### src/hw/spi_sdram_pkg.sv
package spi_sdram_pkg;

  localparam int ADDR_W      = 32;
  localparam int WORD_ADDR_W = 23;
  localparam int ROW_W       = 13;
  localparam int COL_W       = 8;
  localparam int BANK_W      = 2;
  localparam int WAIT_W      = 16;  // wide enough for the power-up wait

  // device timing in clk cycles
  localparam int T_RCD   = 2;
  localparam int T_RP    = 2;
  localparam int T_RFC   = 7;
  localparam int T_WR_AP = 4;  // write recovery plus auto precharge
  localparam int CAS_LAT = 2;

  // burst length 1, sequential, CAS latency 2, burst write
  localparam logic [ROW_W-1:0] MODE_REG = 13'b000_0_00_010_0_000;

  localparam logic [7:0] SDRAM_SPACE = 8'h00;
  localparam logic [7:0] CTRL_SPACE  = 8'hFF;

  // sdram_a source select
  localparam logic [1:0] ASEL_HOLD = 2'd0;
  localparam logic [1:0] ASEL_ROW  = 2'd1;  // also latches the request
  localparam logic [1:0] ASEL_COL  = 2'd2;
  localparam logic [1:0] ASEL_MODE = 2'd3;

  typedef enum logic [7:0] {
    SPI_WRITE = 8'h00,
    SPI_READ  = 8'h01
  } spi_cmd_e;

  // {ras_n, cas_n, we_n}
  typedef enum logic [2:0] {
    CMD_LOAD_MODE = 3'b000,
    CMD_REFRESH   = 3'b001,
    CMD_PRECHARGE = 3'b010,
    CMD_ACTIVE    = 3'b011,
    CMD_WRITE     = 3'b100,
    CMD_READ      = 3'b101,
    CMD_NOP       = 3'b111
  } sdram_cmd_e;

  typedef enum logic [3:0] {
    ST_INIT_WAIT,
    ST_INIT_PRE,
    ST_INIT_REF,
    ST_INIT_MODE,
    ST_IDLE,
    ST_ACTIVATE,
    ST_RW,
    ST_READ_WAIT,
    ST_REFRESH,
    ST_DONE_WAIT
  } sdram_state_e;

endpackage

### src/hw/spi_rw_slave.sv
`timescale 1ns/100ps

module spi_rw_slave
  import spi_sdram_pkg::*;
(
  input  logic              clk,
  input  logic              rst_n,
  input  logic              csn,
  input  logic              sclk,
  input  logic              mosi,
  output logic              miso,
  output logic              rd,
  output logic              wr,
  output logic [ADDR_W-1:0] addr,
  output logic [7:0]        wr_data,
  input  logic [7:0]        rd_data
);

  logic [1:0] csn_q;
  logic [2:0] sclk_q;
  logic [1:0] mosi_q;
  logic       active;
  logic       rise;
  logic       fall;
  logic [7:0] rx;
  logic [7:0] tx;
  logic [2:0] bit_cnt;
  logic [2:0] byte_cnt;  // 0 cmd, 1..4 address, 5 and up data
  logic       byte_done;
  spi_cmd_e   cmd;

  assign active = ~csn_q[1];
  assign rise   = sclk_q[1] & ~sclk_q[2];
  assign fall   = ~sclk_q[1] & sclk_q[2];
  assign miso   = tx[7];

  always_ff @(posedge clk)
  begin
    if (!rst_n)
    begin
      csn_q     <= 2'b11;
      sclk_q    <= 3'b000;
      bit_cnt   <= 3'd0;
      byte_cnt  <= 3'd0;
      byte_done <= 1'b0;
      cmd       <= SPI_WRITE;
      addr      <= '0;
      rd        <= 1'b0;
      wr        <= 1'b0;
    end
    else
    begin
      csn_q     <= {csn_q[0], csn};
      sclk_q    <= {sclk_q[1:0], sclk};
      rd        <= 1'b0;
      wr        <= 1'b0;
      byte_done <= 1'b0;
      if (!active)
      begin
        bit_cnt  <= 3'd0;
        byte_cnt <= 3'd0;
      end
      else
      begin
        if (rise)
        begin
          bit_cnt <= bit_cnt + 3'd1;
          if (bit_cnt == 3'd7)
            byte_done <= 1'b1;
        end
        if (byte_done)
        begin
          if (byte_cnt != 3'd6)
            byte_cnt <= byte_cnt + 3'd1;
          if (byte_cnt == 3'd0)
            cmd <= spi_cmd_e'(rx);
          else if (byte_cnt <= 3'd4)
          begin
            addr <= {addr[ADDR_W-9:0], rx};
            rd   <= (byte_cnt == 3'd4) && (cmd == SPI_READ);  // first fetch
          end
          else if (cmd == SPI_WRITE)
            wr <= 1'b1;
          else if (cmd == SPI_READ)
          begin
            addr <= addr + 1'b1;  // prefetch the next byte
            rd   <= 1'b1;
          end
        end
        if (wr)
          addr <= addr + 1'b1;
      end
    end
  end

  always_ff @(posedge clk)
  begin
    mosi_q <= {mosi_q[0], mosi};
    if (rise)
      rx <= {rx[6:0], mosi_q[1]};
    if (byte_done && byte_cnt >= 3'd5)
    begin
      wr_data <= rx;
      tx      <= rd_data;  // byte fetched for the current address
    end
    else if (fall && bit_cnt != 3'd0)  // no shift right after a byte ends
      tx <= {tx[6:0], 1'b0};
    if (!active)
      tx <= 8'h00;
  end

endmodule

### src/hw/spi_word_bridge.sv
`timescale 1ns/100ps

module spi_word_bridge
  import spi_sdram_pkg::*;
(
  input  logic                   clk,
  input  logic                   rst_n,
  input  logic                   rd,
  input  logic                   wr,
  input  logic [ADDR_W-1:0]      addr,
  input  logic [7:0]             wr_data,
  output logic [7:0]             rd_data,
  output logic                   req_valid,
  output logic                   req_write,
  output logic [WORD_ADDR_W-1:0] req_addr,
  output logic [15:0]            req_wdata,
  input  logic                   req_ready,
  input  logic                   resp_valid,
  input  logic [15:0]            resp_word,
  output logic [7:0]             ctrl
);

  logic [7:0] top_byte;
  logic       in_sdram;
  logic       in_ctrl;
  logic       word_wr;
  logic [7:0] even_byte;
  logic       byte_sel;

  assign top_byte = addr[ADDR_W-1 -: 8];
  assign in_sdram = (top_byte == SDRAM_SPACE);
  assign in_ctrl  = (top_byte == CTRL_SPACE);
  assign word_wr  = wr & in_sdram & addr[0];  // odd byte completes the word

  always_ff @(posedge clk)
  begin
    if (!rst_n)
    begin
      req_valid <= 1'b0;
      req_write <= 1'b0;
      ctrl      <= 8'h00;
    end
    else
    begin
      if (req_valid && req_ready)
        req_valid <= 1'b0;
      if (word_wr)
      begin
        req_valid <= 1'b1;
        req_write <= 1'b1;
      end
      else if (rd && in_sdram)
      begin
        req_valid <= 1'b1;
        req_write <= 1'b0;
      end
      if (wr && in_ctrl)
        ctrl <= wr_data;
    end
  end

  always_ff @(posedge clk)
  begin
    if (wr && in_sdram && !addr[0])
      even_byte <= wr_data;
    if (word_wr || (rd && in_sdram))
      req_addr <= addr[WORD_ADDR_W:1];
    if (word_wr)
      req_wdata <= {even_byte, wr_data};  // big-endian packing
    if (rd)
    begin
      byte_sel <= addr[0];
      if (in_ctrl)
        rd_data <= ctrl;
      else if (!in_sdram)
        rd_data <= 8'h00;  // unmapped space
    end
    if (resp_valid)
      rd_data <= byte_sel ? resp_word[7:0] : resp_word[15:8];
  end

endmodule

### src/hw/sdram_fsm.sv
`timescale 1ns/100ps

module sdram_fsm
  import spi_sdram_pkg::*;
#(
  parameter int INIT_CYCLES = 100
)
(
  input  logic              clk,
  input  logic              rst_n,
  input  logic              req_valid,
  input  logic              req_write,
  output logic              req_ready,
  output logic              resp_valid,
  output logic              init_done,
  output logic              wait_load,
  output logic [WAIT_W-1:0] wait_cycles,
  input  logic              wait_done,
  input  logic              refresh_due,
  output logic              refresh_ack,
  output sdram_cmd_e        cmd,
  output logic [1:0]        addr_sel,
  output logic              drive_dq,
  output logic              capture,
  output logic              sdram_csn,
  output logic              sdram_rasn,
  output logic              sdram_casn,
  output logic              sdram_wen
);

  sdram_state_e state;
  sdram_state_e state_next;
  sdram_cmd_e   cmd_next;
  logic         armed;       // power-up wait has been loaded
  logic         second_ref;
  logic         is_read;

  assign req_ready = (state == ST_IDLE) && !refresh_due;
  assign {sdram_rasn, sdram_casn, sdram_wen} = cmd;
  assign sdram_csn = (cmd == CMD_NOP);

  always_comb
  begin
    state_next  = state;
    cmd_next    = CMD_NOP;
    wait_load   = 1'b0;
    wait_cycles = '0;
    refresh_ack = 1'b0;
    addr_sel    = ASEL_HOLD;
    drive_dq    = 1'b0;
    capture     = 1'b0;
    case (state)
      ST_INIT_WAIT:
        if (!armed)
        begin
          wait_load   = 1'b1;
          wait_cycles = WAIT_W'(INIT_CYCLES - 2);
        end
        else if (wait_done)
        begin
          cmd_next    = CMD_PRECHARGE;
          addr_sel    = ASEL_COL;  // A10 high, all banks
          wait_load   = 1'b1;
          wait_cycles = WAIT_W'(T_RP - 1);
          state_next  = ST_INIT_PRE;
        end
      ST_INIT_PRE:
        if (wait_done)
        begin
          cmd_next    = CMD_REFRESH;
          wait_load   = 1'b1;
          wait_cycles = WAIT_W'(T_RFC - 1);
          state_next  = ST_INIT_REF;
        end
      ST_INIT_REF:
        if (wait_done)
        begin
          wait_load = 1'b1;
          if (!second_ref)
          begin
            cmd_next    = CMD_REFRESH;
            wait_cycles = WAIT_W'(T_RFC - 1);
          end
          else
          begin
            cmd_next    = CMD_LOAD_MODE;
            addr_sel    = ASEL_MODE;
            wait_cycles = WAIT_W'(2);  // mode register set time
            state_next  = ST_INIT_MODE;
          end
        end
      ST_INIT_MODE:
        if (wait_done)
          state_next = ST_IDLE;
      ST_IDLE:
        if (refresh_due)  // refresh wins over a request
        begin
          cmd_next    = CMD_REFRESH;
          refresh_ack = 1'b1;
          wait_load   = 1'b1;
          wait_cycles = WAIT_W'(T_RFC - 1);
          state_next  = ST_REFRESH;
        end
        else if (req_valid)
        begin
          cmd_next    = CMD_ACTIVE;
          addr_sel    = ASEL_ROW;
          wait_load   = 1'b1;
          wait_cycles = WAIT_W'(T_RCD - 1);
          state_next  = ST_ACTIVATE;
        end
      ST_ACTIVATE:
        if (wait_done)
        begin
          cmd_next   = is_read ? CMD_READ : CMD_WRITE;
          addr_sel   = ASEL_COL;
          drive_dq   = !is_read;
          state_next = ST_RW;
        end
      ST_RW:
      begin
        wait_load = 1'b1;
        if (is_read)
        begin
          wait_cycles = WAIT_W'(CAS_LAT - 1);
          state_next  = ST_READ_WAIT;
        end
        else
        begin
          wait_cycles = WAIT_W'(T_WR_AP - 1);
          state_next  = ST_DONE_WAIT;
        end
      end
      ST_READ_WAIT:
        if (wait_done)
        begin
          capture    = 1'b1;  // data valid on dq this cycle
          wait_load  = 1'b1;
          state_next = ST_DONE_WAIT;
        end
      ST_REFRESH, ST_DONE_WAIT:
        if (wait_done)
          state_next = ST_IDLE;
      default:
        state_next = ST_IDLE;
    endcase
  end

  always_ff @(posedge clk)
  begin
    if (!rst_n)
    begin
      state      <= ST_INIT_WAIT;
      cmd        <= CMD_NOP;
      armed      <= 1'b0;
      second_ref <= 1'b0;
      init_done  <= 1'b0;
      is_read    <= 1'b0;
      resp_valid <= 1'b0;
    end
    else
    begin
      state      <= state_next;
      cmd        <= cmd_next;
      armed      <= 1'b1;
      resp_valid <= (state == ST_DONE_WAIT) && wait_done && is_read;
      if (state == ST_INIT_REF && wait_done)
        second_ref <= 1'b1;
      if (state == ST_INIT_MODE && wait_done)
        init_done <= 1'b1;
      if (req_valid && req_ready)
        is_read <= !req_write;
    end
  end

endmodule

### src/hw/sdram_timer.sv
`timescale 1ns/100ps

module sdram_timer
  import spi_sdram_pkg::*;
#(
  parameter int REFRESH_CYCLES = 390
)
(
  input  logic              clk,
  input  logic              rst_n,
  input  logic              wait_load,
  input  logic [WAIT_W-1:0] wait_cycles,
  input  logic              refresh_ack,
  output logic              wait_done,
  output logic              refresh_due
);

  localparam int REF_W = $clog2(REFRESH_CYCLES);

  logic [WAIT_W-1:0] wait_cnt;
  logic [REF_W-1:0]  ref_cnt;

  assign wait_done = (wait_cnt == '0);

  always_ff @(posedge clk)
  begin
    if (!rst_n)
    begin
      wait_cnt    <= '0;
      ref_cnt     <= '0;
      refresh_due <= 1'b0;
    end
    else
    begin
      if (wait_load)
        wait_cnt <= wait_cycles;
      else if (!wait_done)
        wait_cnt <= wait_cnt - 1'b1;

      // free running, independent of the wait counter
      if (refresh_ack)
        refresh_due <= 1'b0;
      if (ref_cnt == REF_W'(REFRESH_CYCLES - 1))
      begin
        ref_cnt     <= '0;
        refresh_due <= 1'b1;
      end
      else
        ref_cnt <= ref_cnt + 1'b1;
    end
  end

endmodule

### src/hw/sdram_datapath.sv
`timescale 1ns/100ps

module sdram_datapath
  import spi_sdram_pkg::*;
(
  input  logic                   clk,
  input  logic                   rst_n,
  input  logic [WORD_ADDR_W-1:0] req_addr,
  input  logic [15:0]            req_wdata,
  input  logic [1:0]             addr_sel,
  input  logic                   drive_dq,
  input  logic                   capture,
  output logic [ROW_W-1:0]       sdram_a,
  output logic [BANK_W-1:0]      sdram_ba,
  output logic [15:0]            sdram_dq_out,
  output logic                   sdram_dq_oe,
  output logic [1:0]             sdram_dqm,
  input  logic [15:0]            sdram_dq_in,
  output logic [15:0]            rd_word
);

  logic [COL_W-1:0] col_q;
  logic [15:0]      wdata_q;

  // request payload taken when the row is opened
  always_ff @(posedge clk)
  begin
    if (addr_sel == ASEL_ROW)
    begin
      col_q   <= req_addr[COL_W-1:0];
      wdata_q <= req_wdata;
    end
    sdram_dq_out <= wdata_q;
    if (capture)
      rd_word <= sdram_dq_in;
  end

  always_ff @(posedge clk)
  begin
    if (!rst_n)
    begin
      sdram_a     <= '0;
      sdram_ba    <= '0;
      sdram_dq_oe <= 1'b0;
      sdram_dqm   <= 2'b11;
    end
    else
    begin
      sdram_dq_oe <= drive_dq;
      sdram_dqm   <= 2'b00;  // whole words only
      case (addr_sel)
        ASEL_ROW:
        begin
          sdram_a  <= req_addr[COL_W +: ROW_W];
          sdram_ba <= req_addr[COL_W+ROW_W +: BANK_W];
        end
        ASEL_COL:
          sdram_a <= {2'b00, 1'b1, 2'b00, col_q};  // A10 gives auto precharge
        ASEL_MODE:
        begin
          sdram_a  <= MODE_REG;
          sdram_ba <= '0;
        end
        default:
          sdram_a <= sdram_a;
      endcase
    end
  end

endmodule

### src/hw/spi_sdram_top.sv
`timescale 1ns/100ps

module spi_sdram_top
  import spi_sdram_pkg::*;
#(
  parameter int INIT_CYCLES    = 100,
  parameter int REFRESH_CYCLES = 390
)
(
  input  logic              clk,
  input  logic              rst_n,
  input  logic              csn,
  input  logic              sclk,
  input  logic              mosi,
  output logic              miso,
  output logic [7:0]        ctrl,
  output logic              init_done,
  output logic              sdram_csn,
  output logic              sdram_rasn,
  output logic              sdram_casn,
  output logic              sdram_wen,
  output logic [ROW_W-1:0]  sdram_a,
  output logic [BANK_W-1:0] sdram_ba,
  output logic [1:0]        sdram_dqm,
  input  logic [15:0]       sdram_dq_in,
  output logic [15:0]       sdram_dq_out,
  output logic              sdram_dq_oe
);

  logic                   rd, wr;
  logic [ADDR_W-1:0]      addr;
  logic [7:0]             wr_data, rd_data;
  logic                   req_valid, req_write, req_ready, resp_valid;
  logic [WORD_ADDR_W-1:0] req_addr;
  logic [15:0]            req_wdata, rd_word;
  logic                   wait_load, wait_done, refresh_due, refresh_ack;
  logic [WAIT_W-1:0]      wait_cycles;
  logic [1:0]             addr_sel;
  logic                   drive_dq, capture;

  spi_rw_slave spi_rw_slave_i (
    .clk, .rst_n, .csn, .sclk, .mosi, .miso,
    .rd, .wr, .addr, .wr_data, .rd_data
  );

  spi_word_bridge spi_word_bridge_i (
    .clk, .rst_n, .rd, .wr, .addr, .wr_data, .rd_data,
    .req_valid, .req_write, .req_addr, .req_wdata, .req_ready,
    .resp_valid, .resp_word(rd_word), .ctrl
  );

  sdram_fsm #(.INIT_CYCLES(INIT_CYCLES)) sdram_fsm_i (
    .clk, .rst_n, .req_valid, .req_write, .req_ready, .resp_valid, .init_done,
    .wait_load, .wait_cycles, .wait_done, .refresh_due, .refresh_ack,
    .cmd(), .addr_sel, .drive_dq, .capture,
    .sdram_csn, .sdram_rasn, .sdram_casn, .sdram_wen
  );

  sdram_timer #(.REFRESH_CYCLES(REFRESH_CYCLES)) sdram_timer_i (
    .clk, .rst_n, .wait_load, .wait_cycles, .refresh_ack,
    .wait_done, .refresh_due
  );

  sdram_datapath sdram_datapath_i (
    .clk, .rst_n, .req_addr, .req_wdata, .addr_sel, .drive_dq, .capture,
    .sdram_a, .sdram_ba, .sdram_dq_out, .sdram_dq_oe, .sdram_dqm,
    .sdram_dq_in, .rd_word
  );

endmodule

### config.mk
export PLATFORM = sky130hd
export DESIGN_NAME = spi_sdram_top
export DESIGN_NICKNAME = d
export VERILOG_FILES = /design/src/hw/spi_sdram_pkg.sv /design/src/hw/spi_rw_slave.sv /design/src/hw/spi_word_bridge.sv /design/src/hw/sdram_fsm.sv /design/src/hw/sdram_timer.sv /design/src/hw/sdram_datapath.sv /design/src/hw/spi_sdram_top.sv
export SDC_FILE = /design/constraint.sdc
export NUM_CORES = 1
export LEC_CHECK = 0
export BUFFER_PORTS_ARGS = -buffer_cell sky130_fd_sc_hd__clkbuf_2
export CORE_ASPECT_RATIO = 0.5
export CORE_MARGIN = 3
export CORE_UTILIZATION = 49
export DETAILED_ROUTE_END_ITERATION = 10
export GPL_TIMING_DRIVEN = 0
export HOLD_SLACK_MARGIN = 0.15
export PLACE_DENSITY = 0.67
export SYNTH_ARGS = -nofsm -noshare
export SYNTH_HDL_FRONTEND = slang
export SYNTH_SLANG_ARGS = --single-unit
### constraint.sdc
create_clock -name clk -period 9 [get_ports clk]
set_clock_uncertainty 0.05 [all_clocks]
set_input_delay 2.7 -clock clk [delete_from_list [all_inputs] [get_ports clk]]
set_output_delay 2.7 -clock clk [all_outputs]
set_load 0.01 [all_outputs]
==> summary.md <==
| Metric | Value |
|---|---|
| Setup TNS | 0 ns |
| Largest net degree at the start of global routing | 34 |
| CP delay by family, top | buffers and inverters |
| DRT iter0 DRCs | ~700 |
| Multiplexer share of the synthesized area | 0.0340 |
| Slew Limit Headroom | 0.0997 |
| Non-filler cells, final | approximately 1300 |
| CP most frequent cell | clkbuf_1 |
| # IOs | 69 |
| Clock slew at reported path FFs | 0.07 ns |
| CP startpoint kind | input pin |
| Setup repair after global routing missed its margin | false |
| Die H | about 110 um |
| Vias in the first global route | ~7000 |
| Pwr Total | 2.88 mW |
| Worst Hold Class | reg2reg |
| CTS tree | yes |
| Post-CTS resize count | 0 |
| Root buf cell | clkbuf_16 |
| Net Count, Synth | around 970 |
| Row cnt | 36 |
| Synth area leaders | edfxtp_1, dfxtp_1, nor2_1, a21oi_1, mux2i_1 |
| Seq cells post-synth | 257 |
| Yosys warns | 0 |
| Max Clk Rate | roughly 0.25 GHz |
| Status | complete, no violations |
| Total setup buffers inserted after CTS | 0 |
| CP Data Required Time | roughly 9.4 ns |
| Fin crit period | between 4 and 5 ns |
| Antenna Cells | 0 |
| Longest Clk Path Bufs | 3 |
| Fill cells | approximately 1700 |
| Die X | between 200 and 250 um |
| Post-layout util | 0.586 |
| Yosys top cell by area | edfxtp_1 |
| Critical path's slowest cell | clkbuf_1 |
| Post-DP HPWL | between 15 and 20 mm |
| Placed cell count | roughly 1300 |
| Layout area overhead | 13.8% |
| Post-synthesis sequential area ratio | 0.605 |
| H-tree depth | 1 |
| Ys flop type | dfxtp_1 |
| Flip-flop and latch area | 6270 um2 |
| Routed Antenna Nets | 0 |
| Compound-Gate Fraction of Synth Area | 0.133 |
| Pwr dens | roughly 240 nW/um2 |
| WL/cell | approximately 19 um |
| Initial Util | 0.515 |
| Fin. Hold Viols | 0 |
| CTS buffer count | 23 |
| Slew @ Worst Pin | around 1.3 ns |
| Number of synthesized flops with an enable pin | between 100 and 150 |
| CTS hold repair buffers | 0 |
| CTS sink count | 257 |
| Worst path max stage delay | 0.64 ns |
| Post-Route WL | between 20 and 30 mm |
| Crit end category | flop |
| CP bufs+invs | 3 |
| Endpoints failing setup | 0 |
| Simple-gate share of the synthesized area | 0.169 |
| Cell Area, Synth | 10400 um2 |
| Clk Latency, worst-skew pair | between 0.5 and 0.6 ns |
| P_leak | roughly 4.3 nW |
| GR Overflow Total | 0 |
| Cell Chain, Critical Path | clkbuf_2, clkbuf_1, clkbuf_1, o221a_2 |
| Syn Inst Count | ~940 |
| Die Area | between 20000 and 25000 um2 |
| Post-Syn Area per Cell | approximately 11 um2 |
| Final Wtd Congestion | slightly above 0.9 |
| DR pass1 iterations | 5 |
| Share of layout cells above drive strength 1 | 0.143 |
| Critical Path AT | approximately 4.4 ns |
| Nets | 1062 |
| Crit share post-route | 0.446 |
| Max-cap violations | 0 |
| Post-Synth Adder-Cell Area | 0.0133 |
| Asr flop ratio synth | 0 |
| Tot GR Track Use | 0.216 |
| Largest family of logic cells by synthesized area | simple AND/OR/NAND/NOR gates |
| XOR/XNOR Fraction of Synth Area | 0.0186 |
| Antenna violations before repair | 0 |
| Placeable core area | 20100 um2 |
| PortBufs | 68 |
| Residual DRC count | 0 |
| Multi-input logic area | about 3800 um2 |
| Vias per inst | around 5.8 |
| VDD IR-drop max | around 0.00016 V |
| Max Slew Vio Count | 0 |
| DP Worst Slack | around 4.4 ns |
| Critical path type | in2reg |
| Min setup slack post-route | 4.98 ns |
| Routed via count | 7561 |
| Unique masters post-synth | between 70 and 80 |
| Global-route wire length before repair | 39.2 mm |
| Critical path peak fanout | 10 |
| Post-synth top area share | 0.325 |
==> layout by cell type (no fill, tap or decap), types with 10 or more instances in the layout <==
| master | instances |
|---|---|
| nand3_1 | 27 |
| clkbuf_16 | 24 |
| edfxtp_1 | 112 |
| inv_1 | 12 |
| nand2_1 | 57 |
| o221a_2 | 10 |
| nand4_1 | 17 |
| o21ai_0 | 20 |
| clkbuf_2 | 68 |
| a21oi_1 | 55 |
| dfxtp_1 | 145 |
| ha_1 | 11 |
| a31oi_1 | 11 |
| mux2i_1 | 25 |
| and2_1 | 10 |
| xor2_1 | 14 |
| nand2b_1 | 12 |
| clkbuf_1 | 48 |
| nor3_1 | 32 |
| a21o_1 | 10 |
| nor4_1 | 11 |
| and3_1 | 13 |
| nor2_1 | 112 |
==> state kept, by name, indices dropped and copies added (netlist names), 3 cells and up <==
name	count
sdram_datapath_i.rd_word	16
spi_word_bridge_i.even_byte	8
spi_rw_slave_i.wr_data	8
spi_rw_slave_i.tx	8
sdram_fsm_i.state	4
spi_word_bridge_i.req_wdata	16
sdram_datapath_i.col_q	8
sdram_fsm_i.cmd	3
spi_rw_slave_i.bit_cnt	3
sdram_datapath_i.wdata_q	16
spi_word_bridge_i.rd_data	8
sdram_timer_i.ref_cnt	9
spi_rw_slave_i.rx	8
spi_rw_slave_i.byte_cnt	3
sdram_datapath_i.sdram_dq_out	16
spi_rw_slave_i.cmd	8
spi_rw_slave_i.sclk_q	3
sdram_timer_i.wait_cnt	16
spi_word_bridge_i.req_addr	23
spi_word_bridge_i.ctrl	8
sdram_datapath_i.sdram_a	13
spi_rw_slave_i.addr	32
==> cell type report <==
type / instances / area share
Buffer: 57 / 0.0196
Clock buffer: 28 / 0.0523
Clock inverter: 14 / 0.00765
Inverter: 14 / 0.00446
Multi-Input combinational cell: 607 / 0.325
Sequential cell: 257 / 0.532
Tap cell: 266 / 0.0283
Timing Repair Buffer: 70 / 0.0311
==> worst register-to-register path: stages, from the launching register on <==
cell	delay, ns
dfxtp_1	0.35
inv_1	0.07
ha_1	0.16
or3b_1	0.33
buf_2	0.16
nor4b_2	0.66
nand2_1	0.16
clkbuf_1	0.29
nor3_2	0.52
buf_6	0.26
==> synth_stat cells (3+ instances only) <==
| cell type | count |
|---|---|
| dfxtp_1 | 145 |
| nor2_1 | 114 |
| edfxtp_1 | 112 |
| nand2_1 | 57 |
| a21oi_1 | 55 |
| clkbuf_1 | 44 |
| nor3_1 | 33 |
| nand3_1 | 27 |
| mux2i_1 | 25 |
| o21ai_0 | 20 |
| nand4_1 | 17 |
| xor2_1 | 14 |
| and3_1 | 13 |
| inv_1 | 12 |
| nand2b_1 | 12 |
| nor4_1 | 12 |
| a31oi_1 | 11 |
| ha_1 | 11 |
| a21o_1 | 10 |
| and2_1 | 10 |
| o221a_2 | 10 |
| a211oi_1 | 9 |
| mux2_2 | 9 |
| a22o_1 | 8 |
| a22oi_1 | 8 |
| o22ai_1 | 8 |
| xnor2_1 | 8 |
| nor2b_1 | 7 |
| buf_1 | 6 |
| o211ai_1 | 6 |
| or3_1 | 6 |
| a2bb2oi_1 | 5 |
| buf_2 | 5 |
| nand3b_1 | 5 |
| nor3b_1 | 5 |
| o31ai_1 | 5 |
| a311oi_1 | 4 |
| and4_1 | 4 |
| o21a_1 | 4 |
| o31a_1 | 4 |
| or4_1 | 4 |
| a2111o_1 | 3 |
| nor4b_1 | 3 |
| o211a_1 | 3 |
| o2bb2ai_1 | 3 |
==> stage by stage <==
stage,hold slack (ns),area [um2]
6_report,0.283,11800
3_3_place_gp,0.262,11000
5_1_grt,0.297,11800
4_1_cts,0.285,11800
2_1_floorplan,0.260,10400
3_5_place_dp,0.269,11100
==> metal layers <==
metal,global-route usage,part of all wire,vias up,wire [um]
met3,0.0483,0.077,28,1920
met1,0.317,0.48,3629,12000
met2,0.330,0.43,254,10700
met4,0.0482,0.015,0,375
met5,0,0,-,0
li1,-,-,3650,-
==> path summary, 6_finish.rpt <==
kind	startpoint	endpoint	slack, ns	cells past startpoint
setup reg to reg	sdram_timer_i.wait_cnt[0]	sdram_datapath_i.rd_word[9]	5.67	9
hold / removal	spi_rw_slave_i.mosi_q[0]	spi_rw_slave_i.mosi_q[1]	0.28	0
hold reg to reg	spi_rw_slave_i.mosi_q[0]	spi_rw_slave_i.mosi_q[1]	0.28	0
setup / recovery	rst_n	spi_rw_slave_i.addr[8]	4.98	4
==> power breakdown <==
group          leakage (nW)  switching (mW)  total (mW)  internal [mW]
combinational          1.76           0.389       0.633          0.244
clock                 0.341           0.439       0.934          0.495
sequential             2.17          0.0517        1.31           1.26
==> logic make-up (layout without fill, tap and decap cells) <==
group           count (synthesis)  after routing
compound gates                196            196
xor+xnor                       22             22
fa+ha+maj                      11             11
buf+inv                        71            183
flops                         257            257
mux                            34             34
simple gates                  344            344
No activity file was read; power rests on OpenSTA's default activity.
